[config.mk]
export PLATFORM = sky130hd
export DESIGN_NAME = laplace_filter
export DESIGN_NICKNAME = d
export VERILOG_FILES = /design/src/verilog/pixel_pkg.sv /design/src/verilog/frame_pkg.sv /design/src/verilog/row_store.sv /design/src/verilog/stencil_window.sv /design/src/verilog/channel_kernel.sv /design/src/verilog/pixel_pack.sv /design/src/verilog/laplace_filter.sv
export SDC_FILE = /design/constraint.sdc
export NUM_CORES = 1
export LEC_CHECK = 0
export BUFFER_PORTS_ARGS = -buffer_cell sky130_fd_sc_hd__buf_2
export CORE_UTILIZATION = 50
export CTS_BUF_LIST = sky130_fd_sc_hd__clkbuf_8
export CTS_CLUSTER_SIZE = 10
export DETAILED_ROUTE_END_ITERATION = 6
export GPL_TIMING_DRIVEN = 0
export HOLD_SLACK_MARGIN = 0.03
export PLACE_DENSITY = 0.71
export RECOVER_POWER = 100
export SKIP_LAST_GASP = 1
export SLEW_MARGIN = 20
export SYNTH_ARGS = -nofsm -noshare
export SYNTH_HDL_FRONTEND = slang
export SYNTH_SLANG_ARGS = --single-unit
[constraint.sdc]
create_clock -name clk -period 3.3 [get_ports clk]
set_input_delay 0.165 -clock clk [delete_from_list [all_inputs] [get_ports clk]]
set_output_delay 0.165 -clock clk [all_outputs]
set_load 0.1 [all_outputs]
[src/verilog/pixel_pkg.sv]
// RGB565 pixel types, red in the top five bits and blue in the bottom five, no alpha channel
package pixel_pkg;

	// full pixel width, must match the sum of the three channels
	localparam int PIXEL_W = 16;

	// red channel, five bits
	typedef logic [4:0] red_t;

	// green channel, one bit wider than red and blue
	typedef logic [5:0] green_t;

	// blue channel, five bits
	typedef logic [4:0] blue_t;

	// field order gives the usual RGB565 bit layout
	// red [15:11], green [10:5], blue [4:0]
	typedef struct packed {
		red_t   red;
		green_t green;
		blue_t  blue;
	} pixel_t;

endpackage

[src/verilog/frame_pkg.sv]
// Line geometry for a fixed line length of 16 pixels, a power of two so the column index wraps cleanly
package frame_pkg;

	// pixels per line
	localparam int LINE_LEN = 16;

	// column index, wide enough for LINE_LEN entries
	typedef logic [$clog2(LINE_LEN)-1:0] col_t;

	// one vertical slice through three rows
	// top is row r-2, mid is row r-1, bot is the incoming row r
	typedef struct packed {
		pixel_pkg::pixel_t top;
		pixel_pkg::pixel_t mid;
		pixel_pkg::pixel_t bot;
	} column_t;

	// the five taps of the Laplacian cross
	// corners carry zero weight and are not kept
	typedef struct packed {
		pixel_pkg::pixel_t up;
		pixel_pkg::pixel_t left;
		pixel_pkg::pixel_t centre;
		pixel_pkg::pixel_t right;
		pixel_pkg::pixel_t down;
	} window_t;

endpackage

[src/verilog/row_store.sv]
// Two line RAMs with one strobe per pixel in raster order, lines of exactly LINE_LEN pixels, no stall
module row_store (
	input  logic               clk,
	input  logic               reset,
	input  logic               pix_valid,
	input  pixel_pkg::pixel_t  pix_in,
	output logic               col_valid,
	output frame_pkg::column_t column,
	output frame_pkg::col_t    col_index,
	output logic               row_ready
);

	// line_1 holds row r-1, line_2 holds row r-2
	pixel_pkg::pixel_t line_1 [frame_pkg::LINE_LEN];
	pixel_pkg::pixel_t line_2 [frame_pkg::LINE_LEN];

	// write position in the current row
	frame_pkg::col_t col_cnt;

	// rows seen so far, saturates at 2
	logic [1:0] row_cnt;

	logic last_col;

	assign last_col = (col_cnt == frame_pkg::col_t'(frame_pkg::LINE_LEN - 1));

	// column and row counters
	always_ff @(posedge clk or posedge reset) begin
		if (reset) begin
			col_cnt <= '0;
			row_cnt <= '0;
		end else if (pix_valid) begin
			if (last_col) begin
				col_cnt <= '0;
				// only need to know that two rows are behind us
				if (row_cnt != 2'd2) begin
					row_cnt <= row_cnt + 2'd1;
				end
			end else begin
				col_cnt <= col_cnt + 1'b1;
			end
		end
	end

	// strobe and position tags, aligned with the RAM read data
	always_ff @(posedge clk or posedge reset) begin
		if (reset) begin
			col_valid <= 1'b0;
			col_index <= '0;
			row_ready <= 1'b0;
		end else begin
			col_valid <= pix_valid;
			if (pix_valid) begin
				col_index <= col_cnt;
				// both line RAMs hold real rows
				row_ready <= (row_cnt == 2'd2);
			end
		end
	end

	// read before write at the same address
	// old r-1 value drops into the r-2 line
	always_ff @(posedge clk) begin
		if (pix_valid) begin
			line_1[col_cnt] <= pix_in;
			line_2[col_cnt] <= line_1[col_cnt];
			column.top      <= line_2[col_cnt];
			column.mid      <= line_1[col_cnt];
			// incoming pixel just rides along with the reads
			column.bot      <= pix_in;
		end
	end

endmodule

[src/verilog/stencil_window.sv]
// Centre tap lags the incoming column by one, so the last column of a row never becomes a centre
module stencil_window (
	input  logic               clk,
	input  logic               reset,
	input  logic               col_valid,
	input  frame_pkg::column_t column,
	input  frame_pkg::col_t    col_index,
	input  logic               row_ready,
	output logic               win_valid,
	output frame_pkg::window_t window,
	output logic               border
);

	// column c-1, all three rows
	frame_pkg::column_t prev_col;

	// column c-2, only the middle row is a tap
	pixel_pkg::pixel_t prev2_mid;

	// history shift and tap selection
	// incoming column is the right neighbour of the centre
	always_ff @(posedge clk) begin
		if (col_valid) begin
			prev_col      <= column;
			prev2_mid     <= prev_col.mid;
			window.up     <= prev_col.top;
			window.left   <= prev2_mid;
			window.centre <= prev_col.mid;
			window.right  <= column.mid;
			window.down   <= prev_col.bot;
		end
	end

	// valid once two rows are stored and a centre exists in this row
	// col_index 0 would centre on the previous row's last column
	always_ff @(posedge clk or posedge reset) begin
		if (reset) begin
			win_valid <= 1'b0;
			border    <= 1'b0;
		end else begin
			win_valid <= col_valid && row_ready && (col_index != '0);
			if (col_valid) begin
				// centre sits on column 0, left tap wrapped from the row before
				border <= (col_index == frame_pkg::col_t'(1));
			end
		end
	end

endmodule

[src/verilog/channel_kernel.sv]
// Combinational Laplacian for one channel, result wraps modulo the channel width with no clamping
module channel_kernel #(
	parameter type chan_t = logic [4:0]
) (
	input  chan_t up,
	input  chan_t left,
	input  chan_t centre,
	input  chan_t right,
	input  chan_t down,
	output chan_t result
);

	// cross neighbours weigh +1
	chan_t neigh_sum;

	// centre weighs -4, shift drops the top two bits
	chan_t centre_x4;

	assign neigh_sum = chan_t'(up + left + right + down);
	assign centre_x4 = chan_t'(centre << 2);

	// wrap at channel width, same as truncation in the old filter
	assign result = chan_t'(neigh_sum - centre_x4);

endmodule

[src/verilog/pixel_pack.sv]
// Output register with no back-pressure, pix_out reads zero on border pixels and whenever out_valid is low
module pixel_pack (
	input  logic              clk,
	input  logic              reset,
	input  logic              win_valid,
	input  logic              border,
	input  pixel_pkg::red_t   red,
	input  pixel_pkg::green_t green,
	input  pixel_pkg::blue_t  blue,
	output logic              out_valid,
	output pixel_pkg::pixel_t pix_out
);

	// channels joined in RGB565 order
	logic [pixel_pkg::PIXEL_W-1:0] packed_pix;

	// border centre is forced black
	assign packed_pix = border ? '0 : {red, green, blue};

	always_ff @(posedge clk or posedge reset) begin
		if (reset) begin
			out_valid <= 1'b0;
			pix_out   <= '0;
		end else begin
			out_valid <= win_valid;
			// idle cycles drive zero so the bus is quiet
			if (win_valid) begin
				pix_out <= pixel_pkg::pixel_t'(packed_pix);
			end else begin
				pix_out <= '0;
			end
		end
	end

endmodule

[src/verilog/laplace_filter.sv]
// Streaming 3x3 Laplacian on RGB565, three cycles from input strobe to output, consumer must take every out_valid
module laplace_filter (
	input  logic              clk,
	input  logic              reset,
	input  logic              pix_valid,
	input  pixel_pkg::pixel_t pix_in,
	output logic              out_valid,
	output pixel_pkg::pixel_t pix_out
);

	logic               col_valid;
	frame_pkg::column_t column;
	frame_pkg::col_t    col_index;
	logic               row_ready;

	logic               win_valid;
	frame_pkg::window_t window;
	logic               border;

	pixel_pkg::red_t    red_res;
	pixel_pkg::green_t  green_res;
	pixel_pkg::blue_t   blue_res;

	// line buffers, one column out per pixel in
	row_store i_row_store (
		.clk       (clk),
		.reset     (reset),
		.pix_valid (pix_valid),
		.pix_in    (pix_in),
		.col_valid (col_valid),
		.column    (column),
		.col_index (col_index),
		.row_ready (row_ready)
	);

	// cross-shaped taps plus border flag
	stencil_window i_stencil_window (
		.clk       (clk),
		.reset     (reset),
		.col_valid (col_valid),
		.column    (column),
		.col_index (col_index),
		.row_ready (row_ready),
		.win_valid (win_valid),
		.window    (window),
		.border    (border)
	);

	// one kernel per colour channel
	channel_kernel #(.chan_t(pixel_pkg::red_t)) i_red_kernel (
		.up     (window.up.red),
		.left   (window.left.red),
		.centre (window.centre.red),
		.right  (window.right.red),
		.down   (window.down.red),
		.result (red_res)
	);

	// green is six bits, wraps at 64
	channel_kernel #(.chan_t(pixel_pkg::green_t)) i_green_kernel (
		.up     (window.up.green),
		.left   (window.left.green),
		.centre (window.centre.green),
		.right  (window.right.green),
		.down   (window.down.green),
		.result (green_res)
	);

	channel_kernel #(.chan_t(pixel_pkg::blue_t)) i_blue_kernel (
		.up     (window.up.blue),
		.left   (window.left.blue),
		.centre (window.centre.blue),
		.right  (window.right.blue),
		.down   (window.down.blue),
		.result (blue_res)
	);

	// output register
	pixel_pack i_pixel_pack (
		.clk       (clk),
		.reset     (reset),
		.win_valid (win_valid),
		.border    (border),
		.red       (red_res),
		.green     (green_res),
		.blue      (blue_res),
		.out_valid (out_valid),
		.pix_out   (pix_out)
	);

endmodule

==> results.cfg <==
[placed_design]
gp_congestion = 0.732
port-buffer-count = 35
dp_slack_ps = 108
dp_hpwl_um = 33800

[hold_path]
hold_start = i_stencil_window.win_valid$_DFF_PP0_
min_path_cells = 0
hp-class = flop to flop
whs_endpoint = i_pixel_pack.out_valid$_DFF_PP0_

[timing]
fin_tns_setup_ps = 0
fin_crit_ps = 3180
tightest_slew_ps = 2360
drv_slew = 71
max_slew_margin_pct = -57.1
fin_skew_ps = 30.8
finalWorstSetupSlack_ps = 121
grt_setup_unrepaired = no
finalSetupViolations = 0
fin_crit_sh_pct = 96.3
clock.fmax_mhz = 315
hold_violations = 0

[die]
die_h_um = 233
die_w_um = 233
start_util_pct = 50.6
io_pins = 36
fp.coreArea_um2 = 52600
die-area_um2 = 54100
row_count = 84

[detailed_routing]
vias_per_cell = 5.60
routedWlPerCell_um = 24.5
drt_pre_antenna_iters = 5
drtIter0Drc = 1108
drcViolationCount = 0
wirelength_um = 52600
num_vias = 12000
ant_nets = 0

[global_route]
grt_pass1_vias = 12800
antenna_found_initial = 1
grtUsageTotal_pct = 20.4
grt_pass1_wl_um = 79100
overflow = 0
grt_max_degree = 62

[worst_setup_path]
critPathCaptureType = flop
crit_required_ps = 3600
crit_chain = dlygate4sd3_1 -> buf_4 -> buf_12 -> and3b_1 -> and2_0 -> clkbuf_2
cp_max_fo = 33
r2r_cells = 7
r2r-end = i_row_store.line_1[12][2]$_DFFE_PP_
cpLargestDelayFamily = buffers and inverters
critical_path_class = primary input to flop
slowest_stage = and2_0
critPathBufInv = 4
worstPathArrival_ps = 3480
r2r_start = i_row_store.col_cnt[1]$_DFFE_PP0P_
max_stage_delay_ps = 1090
cp-start-kind = primary input
r2r_setup_slack_ps = 140

[power_and_ir_drop]
vdd_drop_max_mv = 0.537
p_sw_share_pct = 31.6
powerDensity_nw_per_um2 = 916
p_switching_mw = 8.66
power_frac_clock_pct = 23.8
seqPwrFrac_pct = 46.5
p_leak_nw = 10.3
internal-power_mw = 18.8
p_comb_share_pct = 29.7

[clock_tree]
cts_tree = built
clk_pin_slew_ps = 60
cts.path.max_buffers = 3
cts_setup_buffers = 0
cts_sinks = 703
clk_latency_ps = 690
cts-root-buf = clkbuf_8
htree_levels = 3
numCtsBuffers = 106

[logic_synthesis]
syn_nets = 1270
ys_warn_count = 0
synth_sequential_area_ratio_pct = 78.8
syn-mean-instance-area_um2 = 22.2
synth_cells = 1197
synth.distinct_cells = 32
synth-seq-cells = 703
syn_area_um2 = 26600

[layout]
fillerInstances = 3778
drive_above_1_share_pct = 21.3
syn_to_final_growth_pct = 12.8
final_core_util_pct = 57.0
nets = 1450

[job]
maxCapViolCount = 2

[status]
violations = capacitance limit, slew limit
outcome = complete, but fails checks
cells by family (layout without fill, tap and decap cells):
family | count (synthesis) | after routing | synth area share [%]
flip-flops | 703 | 703 | 78.8
multiplexers | 132 | 132 | 11.0
buffers and inverters | 116 | 377 | 1.98
AND/OR/NAND/NOR | 85 | 85 | 1.54
AO/OA/AOI/OAI | 79 | 79 | 2.15
adder cells (fa/ha/maj) | 54 | 54 | 3.39
XOR/XNOR | 28 | 28 | 1.08
other | 0 | 1 | 0
power by group through the flow:
stage	Sequential, mW	Clock, mW	Combinational [mW]
6_report	12.8	6.53	8.16
5_1_grt	12.9	7.02	8.85
2_1_floorplan	13.2	0	5.27
4_1_cts	12.8	6.64	8.38
3_3_place_gp	12.9	0	7.88
3_5_place_dp	12.9	0	8.32
how the worst max path moves through the flow:
stage                                                     start                                endpoint  slack, ps  depth (start not counted)
after CTS                 i_stencil_window.window[37]$_DFFE_PP_      i_pixel_pack.pix_out[10]$_DFF_PP0_         90                         11
after global placement          i_row_store.col_valid$_DFF_PP0_     i_stencil_window.border$_DFFE_PP0P_      -1160                          2
final                                                 pix_valid     i_row_store.line_1[11][2]$_DFFE_PP_        120                          6
after global routing      i_stencil_window.window[37]$_DFFE_PP_      i_pixel_pack.pix_out[10]$_DFF_PP0_          3                         11
after detailed placement  i_stencil_window.window[23]$_DFFE_PP_      i_pixel_pack.pix_out[10]$_DFF_PP0_        110                         10
after floorplan                 i_row_store.col_valid$_DFF_PP0_  i_stencil_window.prev_col[0]$_DFFE_PP_        230                          0
stage by stage:
| stage | hold slack, ps | power, mW | cell area [um2] | std cells |
|---|---|---|---|---|
| floorplan | 196 | 18.5 | 26600 | 1197 |
| detailed placement | 174 | 21.3 | 28100 | 1939 |
| CTS | 372 | 27.8 | 30300 | 2147 |
| finish | 401 | 27.4 | 30000 | 2147 |
| global route | 411 | 28.7 | 30000 | 2146 |
| global placement | 382 | 20.8 | 27600 | 1920 |
cell type report:
| cell class | instances | area [um2] | share of cell area [%] |
|---|---|---|---|
| sequential | 703 | 21000 | 69.9 |
| multi-input combinational | 378 | 5110 | 17.0 |
| clock buffer | 116 | 1600 | 5.33 |
| tap | 688 | 861 | 2.87 |
| timing repair buffer | 73 | 586 | 1.95 |
| clock inverter | 73 | 350 | 1.17 |
| buffer | 47 | 259 | 0.864 |
| inverter | 68 | 255 | 0.852 |
| antenna | 1 | 2.50 | 0.00835 |
sequential cells by signal (all words and copies together), names as in the netlist, 2 cells and up:
signal	cells
i_row_store.line_1	256
i_row_store.line_2	256
i_stencil_window.window	80
i_row_store.column	48
i_stencil_window.prev_col	32
i_pixel_pack.pix_out	16
i_row_store.col_cnt	4
i_row_store.col_index	4
i_row_store.row_cnt	2
cell usage after synthesis:
library cell	instances	area [um2]
and3b_1	1	8.76
mux2i_1	1	10.0
mux4_2	126	2840
ha_1	24	300
a21oi_1	6	30.0
xnor3_1	3	67.6
a22oi_2	1	12.5
xor2_1	4	35.0
xnor2_1	21	184
buf_6	8	90.1
o21ai_0	5	25.0
nor2_1	10	37.5
nand3_1	2	10.0
clkbuf_1	25	93.8
nor3b_1	1	7.51
and3_1	1	6.26
nor3_1	1	5.00
buf_8	1	15.0
buf_4	1	7.51
inv_1	68	255
nor2b_1	4	25.0
buf_1	1	3.75
dfrtp_1	31	776
a22oi_1	63	473
nand2_1	39	146
fa_1	30	601
mux4_1	2	52.6
a21o_1	4	30.0
buf_2	12	60.1
and2_1	26	163
mux2_2	3	33.8
edfxtp_1	672	20200
timing repair:
action                                 in CTS  in global routing
gates resized for setup                     0                  1
hold buffers                               19                  0
setup endpoints to repair                   0                 20
endpoints found under the hold margin     324                  0
cells in the final DEF, fill, tap and decap left out, types with 19 or more instances in the layout:
| cell type | synthesis | layout |
|---|---|---|
| a22oi_1 | 63 | 64 |
| clkbuf_1 | 25 | 60 |
| clkbuf_8 | 0 | 116 |
| dfrtp_1 | 31 | 31 |
| dlygate4sd3_1 | 0 | 19 |
| edfxtp_1 | 672 | 672 |
| fa_1 | 30 | 30 |
| ha_1 | 24 | 24 |
| inv_1 | 68 | 111 |
| mux4_2 | 126 | 126 |
| nand2_1 | 39 | 39 |
| xnor2_1 | 21 | 21 |
metal layers:
layer / global-route usage, % / routed length, um / vias to the layer above
li1: - / - / 5187
met1: 27.2 / 21400 / 6249
met2: 33.8 / 26200 / 484
met3: 4.46 / 3710 / 104
met4: 6.41 / 1220 / 2
met5: 0 / 7 / -
Note: power is estimated with default switching activity, not from simulation.
